[src/hw/prefix_pkg.sv]
package prefix_pkg;

    // legacy prefix byte values
    localparam logic [7:0] rep_code    = 8'hf3;
    localparam logic [7:0] seg_cs_code = 8'h2e;
    localparam logic [7:0] seg_ss_code = 8'h36;
    localparam logic [7:0] seg_ds_code = 8'h3e;
    localparam logic [7:0] seg_es_code = 8'h26;
    localparam logic [7:0] seg_fs_code = 8'h64;
    localparam logic [7:0] seg_gs_code = 8'h65;
    localparam logic [7:0] opsize_code = 8'h66;

    // byte queue geometry, 8 words of 4 bytes
    localparam int queue_depth = 32;
    localparam int queue_ptr_w = 5;

    // apb register map
    localparam int apb_addr_w = 4;
    localparam logic [apb_addr_w-1:0] addr_data   = 4'h0;  // write only
    localparam logic [apb_addr_w-1:0] addr_status = 4'h4;  // read only

    typedef logic [7:0] byte_t;

    // occupancy, needs one bit more than the pointer to reach 32
    typedef logic [queue_ptr_w:0] queue_count_t;

    // bit 0 cs, 1 ss, 2 ds, 3 es, 4 fs, 5 gs
    typedef logic [5:0] seg_onehot_t;

    typedef logic [1:0] prefix_count_t;

    // 0001 none, 0010 one, 0100 two, 1000 three
    typedef logic [3:0] prefix_onehot_t;

endpackage

[src/hw/prefix_cmp.sv]
`timescale 1ns/1ps

module prefix_cmp (
    input  prefix_pkg::byte_t       prefix,
    output logic                    is_rep,
    output prefix_pkg::seg_onehot_t seg_override,
    output logic                    is_seg_override,
    output logic                    is_opsize_override,
    output logic                    hit
);

    // one equality match per known code
    assign is_rep             = (prefix == prefix_pkg::rep_code);
    assign is_opsize_override = (prefix == prefix_pkg::opsize_code);

    assign seg_override[0] = (prefix == prefix_pkg::seg_cs_code);
    assign seg_override[1] = (prefix == prefix_pkg::seg_ss_code);
    assign seg_override[2] = (prefix == prefix_pkg::seg_ds_code);
    assign seg_override[3] = (prefix == prefix_pkg::seg_es_code);
    assign seg_override[4] = (prefix == prefix_pkg::seg_fs_code);
    assign seg_override[5] = (prefix == prefix_pkg::seg_gs_code);

    assign is_seg_override = |seg_override;  // any of the six segments

    // byte is a prefix at all
    assign hit = is_rep | is_seg_override | is_opsize_override;

endmodule

[src/hw/apb_byte_writer.sv]
`timescale 1ns/1ps

module apb_byte_writer (
    input  logic                                clk,
    input  logic                                rst,
    input  logic                                psel,
    input  logic                                penable,
    input  logic                                pwrite,
    input  logic [prefix_pkg::apb_addr_w-1:0]   paddr,
    input  logic [31:0]                         pwdata,
    output logic [31:0]                         prdata,
    output logic                                pready,
    output logic                                pslverr,
    input  logic                                free_ok,
    input  prefix_pkg::queue_count_t            count,
    output logic                                push,
    output logic [31:0]                         push_data
);

    logic       access;
    logic       data_sel;
    logic       status_sel;
    logic       data_wr;
    logic       status_rd;
    logic       bad_access;
    logic [7:0] rej_cnt;

    assign access     = psel & penable;  // access phase
    assign data_sel   = (paddr == prefix_pkg::addr_data);
    assign status_sel = (paddr == prefix_pkg::addr_status);

    assign data_wr    = access & pwrite & data_sel;
    assign status_rd  = access & ~pwrite & status_sel;

    // wrong direction or unmapped offset
    assign bad_access = access & ~data_wr & ~status_rd;

    // data writes wait for room, everything else completes at once
    assign pready  = data_wr ? free_ok : access;
    assign pslverr = bad_access;

    assign push      = data_wr & free_ok;  // completing data write
    assign push_data = pwdata;             // byte 0 in bits 7:0

    always_comb begin
        prdata = '0;
        if (status_rd) begin
            prdata[5:0]  = count;
            prdata[15:8] = rej_cnt;
        end
    end

    // rejected access counter, sticks at 255
    always_ff @(posedge clk) begin
        if (rst) begin
            rej_cnt <= '0;
        end else if (bad_access && rej_cnt != 8'hff) begin
            rej_cnt <= rej_cnt + 8'd1;
        end
    end

endmodule

[src/hw/byte_queue.sv]
`timescale 1ns/1ps

module byte_queue (
    input  logic                     clk,
    input  logic                     rst,
    input  logic                     push,
    input  logic [31:0]              push_data,
    input  logic                     pop,
    input  logic [2:0]               pop_len,
    output prefix_pkg::byte_t        win0,
    output prefix_pkg::byte_t        win1,
    output prefix_pkg::byte_t        win2,
    output prefix_pkg::byte_t        win3,
    output logic                     win_full,
    output logic                     free_ok,
    output prefix_pkg::queue_count_t count
);

    localparam int ptr_w = prefix_pkg::queue_ptr_w;

    prefix_pkg::byte_t mem [prefix_pkg::queue_depth];

    logic [ptr_w-1:0] wr_ptr;
    logic [ptr_w-1:0] rd_ptr;
    logic [ptr_w-1:0] rd_idx1;
    logic [ptr_w-1:0] rd_idx2;
    logic [ptr_w-1:0] rd_idx3;

    prefix_pkg::queue_count_t add_n;
    prefix_pkg::queue_count_t sub_n;

    // pointer arithmetic wraps at the depth
    assign rd_idx1 = rd_ptr + ptr_w'(1);
    assign rd_idx2 = rd_ptr + ptr_w'(2);
    assign rd_idx3 = rd_ptr + ptr_w'(3);

    // lookahead window, oldest byte first
    assign win0 = mem[rd_ptr];
    assign win1 = mem[rd_idx1];
    assign win2 = mem[rd_idx2];
    assign win3 = mem[rd_idx3];

    assign win_full = (count >= prefix_pkg::queue_count_t'(4));
    assign free_ok  = (count <= prefix_pkg::queue_count_t'(prefix_pkg::queue_depth - 4));

    assign add_n = push ? prefix_pkg::queue_count_t'(4) : '0;
    assign sub_n = pop ? prefix_pkg::queue_count_t'(pop_len) : '0;

    // storage, four bytes per push
    always_ff @(posedge clk) begin
        if (push) begin
            for (int i = 0; i < 4; i++) begin
                mem[wr_ptr + ptr_w'(i)] <= push_data[8*i +: 8];
            end
        end
    end

    always_ff @(posedge clk) begin
        if (rst) begin
            wr_ptr <= '0;
            rd_ptr <= '0;
            count  <= '0;
        end else begin
            if (push) begin
                wr_ptr <= wr_ptr + ptr_w'(4);
            end
            if (pop) begin
                rd_ptr <= rd_ptr + ptr_w'(pop_len);  // 1 to 4 bytes
            end
            count <= count + add_n - sub_n;  // push and pop may share an edge
        end
    end

endmodule

[src/hw/prefix_decoder.sv]
`timescale 1ns/1ps

module prefix_decoder (
    input  logic                       clk,
    input  logic                       rst,
    input  prefix_pkg::byte_t          win0,
    input  prefix_pkg::byte_t          win1,
    input  prefix_pkg::byte_t          win2,
    input  prefix_pkg::byte_t          win3,
    input  logic                       win_full,
    output logic                       pop,
    output logic [2:0]                 pop_len,
    output logic                       dec_valid,
    input  logic                       dec_ready,
    output prefix_pkg::prefix_count_t  num_prefixes_encoded,
    output prefix_pkg::prefix_onehot_t num_prefixes_onehot,
    output logic                       is_rep,
    output prefix_pkg::seg_onehot_t    seg_override,
    output logic                       is_seg_override,
    output logic                       is_opsize_override,
    output prefix_pkg::byte_t          opcode
);

    logic rep0, rep1, rep2;
    logic segf0, segf1, segf2;
    logic ops0, ops1, ops2;
    logic hit0, hit1, hit2;
    logic use1, use2;

    prefix_pkg::seg_onehot_t   seg0, seg1, seg2;
    prefix_pkg::prefix_count_t cnt;
    prefix_pkg::seg_onehot_t   seg_m;
    prefix_pkg::byte_t         opc;

    prefix_cmp cmp0 (
        .prefix             (win0),
        .is_rep             (rep0),
        .seg_override       (seg0),
        .is_seg_override    (segf0),
        .is_opsize_override (ops0),
        .hit                (hit0)
    );

    prefix_cmp cmp1 (
        .prefix             (win1),
        .is_rep             (rep1),
        .seg_override       (seg1),
        .is_seg_override    (segf1),
        .is_opsize_override (ops1),
        .hit                (hit1)
    );

    prefix_cmp cmp2 (
        .prefix             (win2),
        .is_rep             (rep2),
        .seg_override       (seg2),
        .is_seg_override    (segf2),
        .is_opsize_override (ops2),
        .hit                (hit2)
    );

    // byte 1 counts only behind a prefix in byte 0, byte 2 behind both
    assign use1 = hit0;
    assign use2 = hit0 & hit1;

    assign cnt = !hit0 ? 2'd0 : !hit1 ? 2'd1 : !hit2 ? 2'd2 : 2'd3;

    assign seg_m = seg0 | (seg1 & {6{use1}}) | (seg2 & {6{use2}});

    always_comb begin
        case (cnt)
            2'd0:    opc = win0;
            2'd1:    opc = win1;
            2'd2:    opc = win2;
            default: opc = win3;  // three prefixes, a fourth one lands here
        endcase
    end

    // take a head when the output slot is free or being drained
    assign pop     = win_full & (~dec_valid | dec_ready);
    assign pop_len = {1'b0, cnt} + 3'd1;

    always_ff @(posedge clk) begin
        if (rst) begin
            dec_valid <= 1'b0;
        end else if (pop) begin
            dec_valid <= 1'b1;
        end else if (dec_ready) begin
            dec_valid <= 1'b0;
        end
    end

    // result held until the next pop
    always_ff @(posedge clk) begin
        if (pop) begin
            num_prefixes_encoded <= cnt;
            num_prefixes_onehot  <= prefix_pkg::prefix_onehot_t'(1) << cnt;
            is_rep               <= rep0 | (rep1 & use1) | (rep2 & use2);
            seg_override         <= seg_m;
            is_seg_override      <= segf0 | (segf1 & use1) | (segf2 & use2);
            is_opsize_override   <= ops0 | (ops1 & use1) | (ops2 & use2);
            opcode               <= opc;
        end
    end

endmodule

[src/hw/x86_prefix_frontend.sv]
`timescale 1ns/1ps

module x86_prefix_frontend (
    input  logic                              clk,
    input  logic                              rst,
    // apb slave
    input  logic                              psel,
    input  logic                              penable,
    input  logic                              pwrite,
    input  logic [prefix_pkg::apb_addr_w-1:0] paddr,
    input  logic [31:0]                       pwdata,
    output logic [31:0]                       prdata,
    output logic                              pready,
    output logic                              pslverr,
    // decoded head
    output logic                              dec_valid,
    input  logic                              dec_ready,
    output prefix_pkg::prefix_count_t         num_prefixes_encoded,
    output prefix_pkg::prefix_onehot_t        num_prefixes_onehot,
    output logic                              is_rep,
    output prefix_pkg::seg_onehot_t           seg_override,
    output logic                              is_seg_override,
    output logic                              is_opsize_override,
    output prefix_pkg::byte_t                 opcode
);

    logic                     push;
    logic [31:0]              push_data;
    logic                     free_ok;
    prefix_pkg::queue_count_t count;
    prefix_pkg::byte_t        win0, win1, win2, win3;
    logic                     win_full;
    logic                     pop;
    logic [2:0]               pop_len;

    apb_byte_writer writer_i (
        .clk       (clk),
        .rst       (rst),
        .psel      (psel),
        .penable   (penable),
        .pwrite    (pwrite),
        .paddr     (paddr),
        .pwdata    (pwdata),
        .prdata    (prdata),
        .pready    (pready),
        .pslverr   (pslverr),
        .free_ok   (free_ok),
        .count     (count),
        .push      (push),
        .push_data (push_data)
    );

    byte_queue queue_i (
        .clk       (clk),
        .rst       (rst),
        .push      (push),
        .push_data (push_data),
        .pop       (pop),
        .pop_len   (pop_len),
        .win0      (win0),
        .win1      (win1),
        .win2      (win2),
        .win3      (win3),
        .win_full  (win_full),
        .free_ok   (free_ok),
        .count     (count)
    );

    prefix_decoder decoder_i (
        .clk                  (clk),
        .rst                  (rst),
        .win0                 (win0),
        .win1                 (win1),
        .win2                 (win2),
        .win3                 (win3),
        .win_full             (win_full),
        .pop                  (pop),
        .pop_len              (pop_len),
        .dec_valid            (dec_valid),
        .dec_ready            (dec_ready),
        .num_prefixes_encoded (num_prefixes_encoded),
        .num_prefixes_onehot  (num_prefixes_onehot),
        .is_rep               (is_rep),
        .seg_override         (seg_override),
        .is_seg_override      (is_seg_override),
        .is_opsize_override   (is_opsize_override),
        .opcode               (opcode)
    );

endmodule

[config.mk]
export PLATFORM = sky130hd
export DESIGN_NAME = x86_prefix_frontend
export DESIGN_NICKNAME = d
export VERILOG_FILES = /design/src/hw/prefix_pkg.sv /design/src/hw/prefix_cmp.sv /design/src/hw/apb_byte_writer.sv /design/src/hw/byte_queue.sv /design/src/hw/prefix_decoder.sv /design/src/hw/x86_prefix_frontend.sv
export SDC_FILE = /design/constraint.sdc
export NUM_CORES = 1
export LEC_CHECK = 0
export BUFFER_PORTS_ARGS = -buffer_cell sky130_fd_sc_hd__buf_2
export CAP_MARGIN = 20
export CORE_MARGIN = 8
export CORE_UTILIZATION = 40
export CTS_CLUSTER_SIZE = 25
export DETAILED_ROUTE_END_ITERATION = 12
export GPL_ROUTABILITY_DRIVEN = 0
export SLEW_MARGIN = 20
export SYNTH_ARGS = -nofsm -noshare
export SYNTH_HDL_FRONTEND = slang
export SYNTH_SLANG_ARGS = --single-unit
[constraint.sdc]
create_clock -name clk -period 7.49 [get_ports clk]
set_input_delay 0.749 -clock clk [delete_from_list [all_inputs] [get_ports clk]]
set_output_delay 0.749 -clock clk [all_outputs]
set_load 0.05 [all_outputs]
# After elaboration in Yosys (flattened, before gate mapping)
# Memories as Yosys holds them, arrays and structs flattened. A register that Yosys moved wholly into a read port is not among the register bits.
# Index checks and enable logic that the tools add are counted.
# totals
out_inout_bits	58
mem_count	1
regBits	48
mem_bits_rw	256
mem_bits_ro	0
latch_bits	0
elab_cells	115
# classes
bitwise_logic	37
div	0
n_reduce_logical	7
muxes	15
addsub	12
order_cmp	2
multipliers	0
shifts	1
n_eq_ne	28
# memory_table
memory	depth	word_bits	rd	rd_clocked_by_memory_dff	write_ports	line	rtl
queue_i.mem	32	8	4	1	4	byte_queue.sv:21	prefix_pkg::byte_t mem [prefix_pkg::queue_depth];
# ops
op	count
== test 8 x 6 -> 1 bit, second input constant	12
== test 8 x 7 -> 1 bit, second input constant	9
== test 8 bit, second input constant	3
case mux 8 bit (3 select lines)	1
adder 5 x 2 -> 5 bit, second input constant	4
OR reduction 6 bit	3
AND 1 bit	16
OR 1 bit	13
AND 6 bit	2
OR 6 bit	2
adder 5 x 1 -> 5 bit, second input constant	2
two-way mux 5 bit	2
adder 8 x 1 -> 8 bit, second input constant	1
two-way mux 8 bit	1
inequality test 8 bit, second input constant	1
adder 6 bit	1
greater-or-equal comparator 6 x 3 -> 1 bit, second input constant	1
less-or-equal comparator 6 x 5 -> 1 bit, second input constant	1
two-way mux 1 bit	6
two-way mux 3 bit	2
two-way mux 6 bit	1
subtractor 6 bit	1
adder 5 x 3 -> 5 bit	1
adder 5 x 3 -> 5 bit, second input constant	1
other kinds (11)	15

# Longest topological paths before layout
# An unclocked memory read counts as a cell.
# depth
ltp_word	13
depth_mapped	27

# Modules after synthesis
# From an unflattened synthesis, not the netlist that was laid out.
# hier_totals
cells_unflattened	1218
hier_area_um2	19552.5
# modules_own_cells
module	seq_area_each_um2	n_inst	cells_each	area_per_inst_um2
byte_queue	8067.7	1	919	16966.3
prefix_decoder	710.7	1	103	1191.1
apb_byte_writer	160.2	1	124	933.4
prefix_cmp	0.0	3	24	153.9

# Worst setup path after synthesis
# No wires, ideal clock.
# synth_timing
path_kind	register -> register
from	register queue_i.rd_ptr[1]
to	register queue_i.count[5]
path_stages_with_launch	26
setup_ps	128
arrival_time_ps	6016
setup_slack_ps	1346
period_less_slack_ps	6144
path_cell_list	dfxtp_1 > buf_2 > buf_2 > buf_2 > inv_1 > ha_1 > buf_6 > mux2i_1 > mux4_2 > nor2b_1 > a2111oi_4 > or3b_1 > or3_1 > buf_2 > a21boi_1 > nor2_1 > ha_1 > buf_1 > and2_1 > fa_1 > inv_1 > fa_1 > a21o_1 > a21oi_1 > xnor2_1 > nor2_1
# synth_between
elab_chain_cells	12
elab_cells_between_ends	31
classes_between	4 x add/sub; 16 x eq/ne; 4 x mux; 4 x bitwise; 2 x reduce/logical; 1 x memory
# synth_rtl
element	line	rtl
start: declaration	byte_queue.sv:24	logic [ptr_w-1:0] rd_ptr;
start signal: assignment	byte_queue.sv:68	rd_ptr <= rd_ptr + ptr_w'(pop_len);
adder 5 x 2 -> 5 bit	byte_queue.sv:34	assign rd_idx2 = rd_ptr + ptr_w'(2);
memory (32 x 8 bit) (*)	n/a	
== test 8 x 6 -> 1 bit (tied with other cells)	prefix_cmp.sv:16	assign seg_override[0] = (prefix == prefix_pkg::seg_cs_code);
OR reduction 6 bit	prefix_cmp.sv:23	assign is_seg_override = |seg_override;
OR 1 bit (2 in series)	prefix_cmp.sv:26	assign hit = is_rep | is_seg_override | is_opsize_override;
two-way mux 1 bit	prefix_decoder.sv:66	assign cnt = !hit0 ? 2'd0 : !hit1 ? 2'd1 : !hit2 ? 2'd2 : 2'd3;
two-way mux 2 bit (*) (2 in series)	prefix_decoder.sv:66	
named net decoder_i.cnt[0]	prefix_decoder.sv:31	prefix_pkg::prefix_count_t cnt;
adder 2 x 1 -> 3 bit (*)	prefix_decoder.sv:81	assign pop_len = {1'b0, cnt} + 3'd1;
two-way mux 3 bit (*)	byte_queue.sv:47	assign sub_n = pop ? prefix_pkg::queue_count_t'(pop_len) : '0;
subtractor 6 bit (*)	byte_queue.sv:70	count <= count + add_n - sub_n;
end signal: assignment	byte_queue.sv:70	
end: declaration	byte_queue.sv:16	output prefix_pkg::queue_count_t count
# The timed path passes the listed nets; every way through them passes the cells marked *.
# A chain may end at the register's enable or synchronous reset.

# Worst setup path after layout
# layout_timing
from	register queue_i.rd_ptr[0]
to	register queue_i.count[5]
# layout_between
elab_chain_cells	12
elab_cells_between_ends	31
classes_between	4 x add/sub; 16 x eq/ne; 4 x mux; 4 x bitwise; 2 x reduce/logical; 1 x memory
# layout_rtl
element	line	rtl
adder 5 x 2 -> 5 bit	byte_queue.sv:34	
memory (32 x 8 bit) (*)	n/a	
== test 8 x 6 -> 1 bit (tied with other cells)	prefix_cmp.sv:16	
OR reduction 6 bit	prefix_cmp.sv:23	
OR 1 bit (2 in series)	prefix_cmp.sv:26	
two-way mux 1 bit	prefix_decoder.sv:66	
two-way mux 2 bit (*) (2 in series)	prefix_decoder.sv:66	
adder 2 x 1 -> 3 bit (*)	prefix_decoder.sv:81	
named net decoder_i.pop_len[0]	prefix_decoder.sv:12	output logic [2:0] pop_len,
two-way mux 3 bit (*)	byte_queue.sv:47	
subtractor 6 bit (*)	byte_queue.sv:70	
# Marks and branches as above.

==> impl_metrics.env <==
export IMPL_die_w_microns=239
export IMPL_antenna_left=0
export IMPL_setup_tns_final_ns=0
export IMPL_power_density_cell_area_mw_per_mm2=332
export IMPL_first_global_vias=13800
export IMPL_num_antenna_cells=0
export IMPL_cp_start_kind="flip-flop"
export IMPL_hold_class="in -> reg"
export IMPL_nets=1515
export IMPL_critical_path_startpoint="queue_i.rd_ptr[0]"
export IMPL_critical_path_slowest_cell="dfxtp_4"
export IMPL_worst_path_most_repeated_cell="ha_1"
export IMPL_detail_route_iter0_violations=1646
export IMPL_cp_cell_sequence="buf_12 > nand2_1 > a41oi_2 > a41oi_1 > a2111oi_2 > inv_1 > a2111oi_0 > o21ai_1 > a21boi_1 > or2_1 > ha_1 > inv_1 > nand2_1 > ha_1 > ha_1 > fa_1 > a21o_1 > a21oi_1 > xnor2_1 > nor2_1"
export IMPL_synth_seq_cells=307
export IMPL_max_cap_violations=0
export IMPL_synth_warnings=0
export IMPL_post_cts_setup_buffers=0
export IMPL_antenna_violations_before_repair=0
export IMPL_route_vias_total=13800
export IMPL_layout_worst_path_cycle_share_pct=88.5
export IMPL_synth_edf_count=279
export IMPL_yosys_top_cells_count="279 x edfxtp_1, 216 x mux4_2, 104 x mux2i_1"
export IMPL_p_total_mw=7.41
export IMPL_cts_repair_resized=0
export IMPL_timing_final_max_slew_violations=0
export IMPL_fp_dieArea_sq_mm=0.0573
export IMPL_post_synth_top_area_cell="edfxtp_1"
export IMPL_cts_clk_slew_worst_paths_ns=0.06
export IMPL_synth_most_common_cell="edfxtp_1"
export IMPL_max_freq_mhz=151
export IMPL_floorplan_initialDensity_pct=40.2
export IMPL_layout_area_overhead_vs_synth_pct=12.0
export IMPL_worst_r2r_endpoint="queue_i.count[5]"
export IMPL_tritoncts="yes"
export IMPL_clock_sinks=307
export IMPL_distinct_cells_synth=84
export IMPL_drt_drc_violations_left=0
export IMPL_grt_ovfl_total=0
export IMPL_avgSynthCellArea_sq_um=14.4
export IMPL_most_used_dff_post_synth="edfxtp_1"
export IMPL_crit_type="reg -> reg"
export IMPL_grt_max_degree=126
export IMPL_timing_critical_path_to="queue_i.count[5]"
export IMPL_seq_area_frac_synth_pct=44.8
export IMPL_hold_viol=0
export IMPL_avgViaCountPerCell=6.44
export IMPL_ctsLongestPathBuffers=3
export IMPL_post_synth_inst_count=1389
export IMPL_post_route_cells_drive_above_1_share_pct=30.8
export IMPL_reg2regPathDepth=20
export IMPL_reg2reg_setup_slack_ns=0.86
export IMPL_htree_levels=2
export IMPL_status="finished clean"
export IMPL_vertical_die_dimension_microns=239
export IMPL_ir_worst_vdd_v=0.000206
export IMPL_place_port_buffers=81
export IMPL_rsz0062_at_grt="false"
export IMPL_grtUsageTotal_pct=21.1
export IMPL_synth_top_cell_area_share_pct=42.0
export IMPL_detailed_place_hpwl_microns=41700
export IMPL_clock_skew_final_ns=0.0198
export IMPL_critical_path_max_fanout=125
export IMPL_path_buf_inv=3
export IMPL_cts_inserted_buffers=35
export IMPL_worstSetupPathDepth=20
export IMPL_worst_path_dominant_cell_family="compound AO/OA/AOI/OAI gates"
export IMPL_cts_hold_buffers_added=0
export IMPL_cpPeakStageDelay_ns=0.80
export IMPL_leakagePower_nw=7.32
export IMPL_synthArstFlopShare_pct=0
export IMPL_final_setup_vio_count=0
export IMPL_period_minus_slack_ns=6.63
export IMPL_drt_total_wl_microns=60700
export IMPL_fillCellCount=4405
export IMPL_cp_arrival_ns=7.04
export IMPL_clock_insertion_delay_worst_skew_ns=0.55
export IMPL_io_pins=100
export IMPL_worstMarginPinSlew_ns=1.13
export IMPL_worstReg2RegStart="queue_i.rd_ptr[0]"
export IMPL_fp_coreArea_sq_mm=0.0497
export IMPL_syn_area_sq_mm=0.0199
export IMPL_wire_length_of_the_first_global_routing_pass_microns=91300
export IMPL_critical_path_required_ns=7.90
export IMPL_slew_limit_headroom_pct=24.2
export IMPL_fp_row_count=82
export IMPL_crit_path_end_kind="flip-flop"
export IMPL_yosys_top_cells_area="edfxtp_1 42%, mux4_2 24%, mux2i_1 5.2%"
export IMPL_wl_per_cell_microns=28.3
export IMPL_drt_pass1_iter_count=6
export IMPL_cts_root_buf="clkbuf_16"
## routing by layer
metal / up-vias / part of all wire [%] / track usage [%]
met3: 163 / 9.3 / 4.37
met4: 0 / 4.5 / 9.34
li1: 5837 / - / -
met5: - / 0 / 0
met1: 7013 / 40 / 28.2
met2: 795 / 46 / 32.9
## layout by cell type (no fill, tap or decap), types with 22 or more instances in the layout
master and count:
dfxtp_1 24, a221oi_1 23, and2_1 35, buf_2 81, nor3b_1 29, buf_4 47
mux4_2 216, edfxtp_1 279, nor2b_1 47, a211oi_1 31, nand2_1 75, a21oi_1 37
mux2i_1 104, nor2_1 46, o22ai_1 22, clkbuf_16 37
## worst reg2reg max path: stages (launching register included)
cell	delay, ns
dfxtp_4	0.80
buf_12	0.62
nand2_1	0.46
a41oi_2	0.60
a41oi_1	0.15
a2111oi_2	0.69
inv_1	0.12
a2111oi_0	0.44
o21ai_1	0.23
a21boi_1	0.29
or2_1	0.19
ha_1	0.24
inv_1	0.12
nand2_1	0.07
ha_1	0.28
ha_1	0.24
fa_1	0.42
a21o_1	0.18
a21oi_1	0.16
xnor2_1	0.13
nor2_1	0.05
## state kept, by name, summed over array words and instances (netlist names), named ones only
signal and flops:
decoder_i.num_prefixes_encoded 2, writer_i.rej_cnt 8, queue_i.count 6, queue_i.rd_ptr 5, decoder_i.num_prefixes_onehot 4, decoder_i.is_opsize_override 1
queue_i.wr_ptr 3, decoder_i.is_seg_override 1, decoder_i.dec_valid 1, decoder_i.seg_override 6, decoder_i.opcode 8, decoder_i.is_rep 1
queue_i.mem 256
## power by group
part / total [mW] / internal, mW / leakage, nW / switching (mW)
registers: 2.11 / 1.99 / 2.76 / 0.121
clock network: 1.89 / 1.18 / 0.609 / 0.710
logic: 3.41 / 1.46 / 3.95 / 1.95
total: 7.41 / 4.63 / 7.32 / 2.78
## cell families after synthesis
logic type | after synthesis | share of synthesized area, %
AOI/OAI and AO/OA | 202 | 7.87
xor gates and xnor gates | 20 | 0.954
adders and majority gates | 25 | 1.68
buffers and inverters | 149 | 4.40
DFF | 307 | 44.8
muxes | 328 | 30.2
other | 1 | 0.0188
and+or+nand+nor | 357 | 10.0
## worst min-delay path by stage
stage,start,to,cells past startpoint
final,pwdata[15],queue_i.mem[29][7],1
after global routing,pwdata[14],queue_i.mem[29][6],1
after CTS,pwdata[7],queue_i.mem[28][7],1
after detailed placement,queue_i.wr_ptr[2],queue_i.wr_ptr[2],2
after global placement,queue_i.wr_ptr[2],queue_i.wr_ptr[2],2
after floorplan,queue_i.wr_ptr[2],queue_i.wr_ptr[2],2
## cell type report
type,count,area (sq um),share of cell area (%)
multi-input combinational,950,10300,46.3
clock buffer,39,933,4.18
clock inverter,22,325,1.46
tap,672,841,3.77
inverter,22,82.6,0.370
timing repair buffer,132,846,3.79
sequential,307,8950,40.1
## stage by stage
step | setup slack (ns) | hold slack, ns | instances | utilization (%) | cell area, sq um
finish | 0.864 | 0.496 | 2144 | 45.0 | 22300
global route | 0.211 | 0.496 | 2144 | 45.0 | 22300
CTS | 0.816 | 0.472 | 2143 | 44.9 | 22300
detailed placement | 0.845 | 0.489 | 2082 | 42.4 | 21000
global placement | 0.907 | 0.478 | 2082 | 42.4 | 21000
floorplan | 1.35 | 0.462 | 1406 | - | 20000
(Power assumes the default switching activity.)
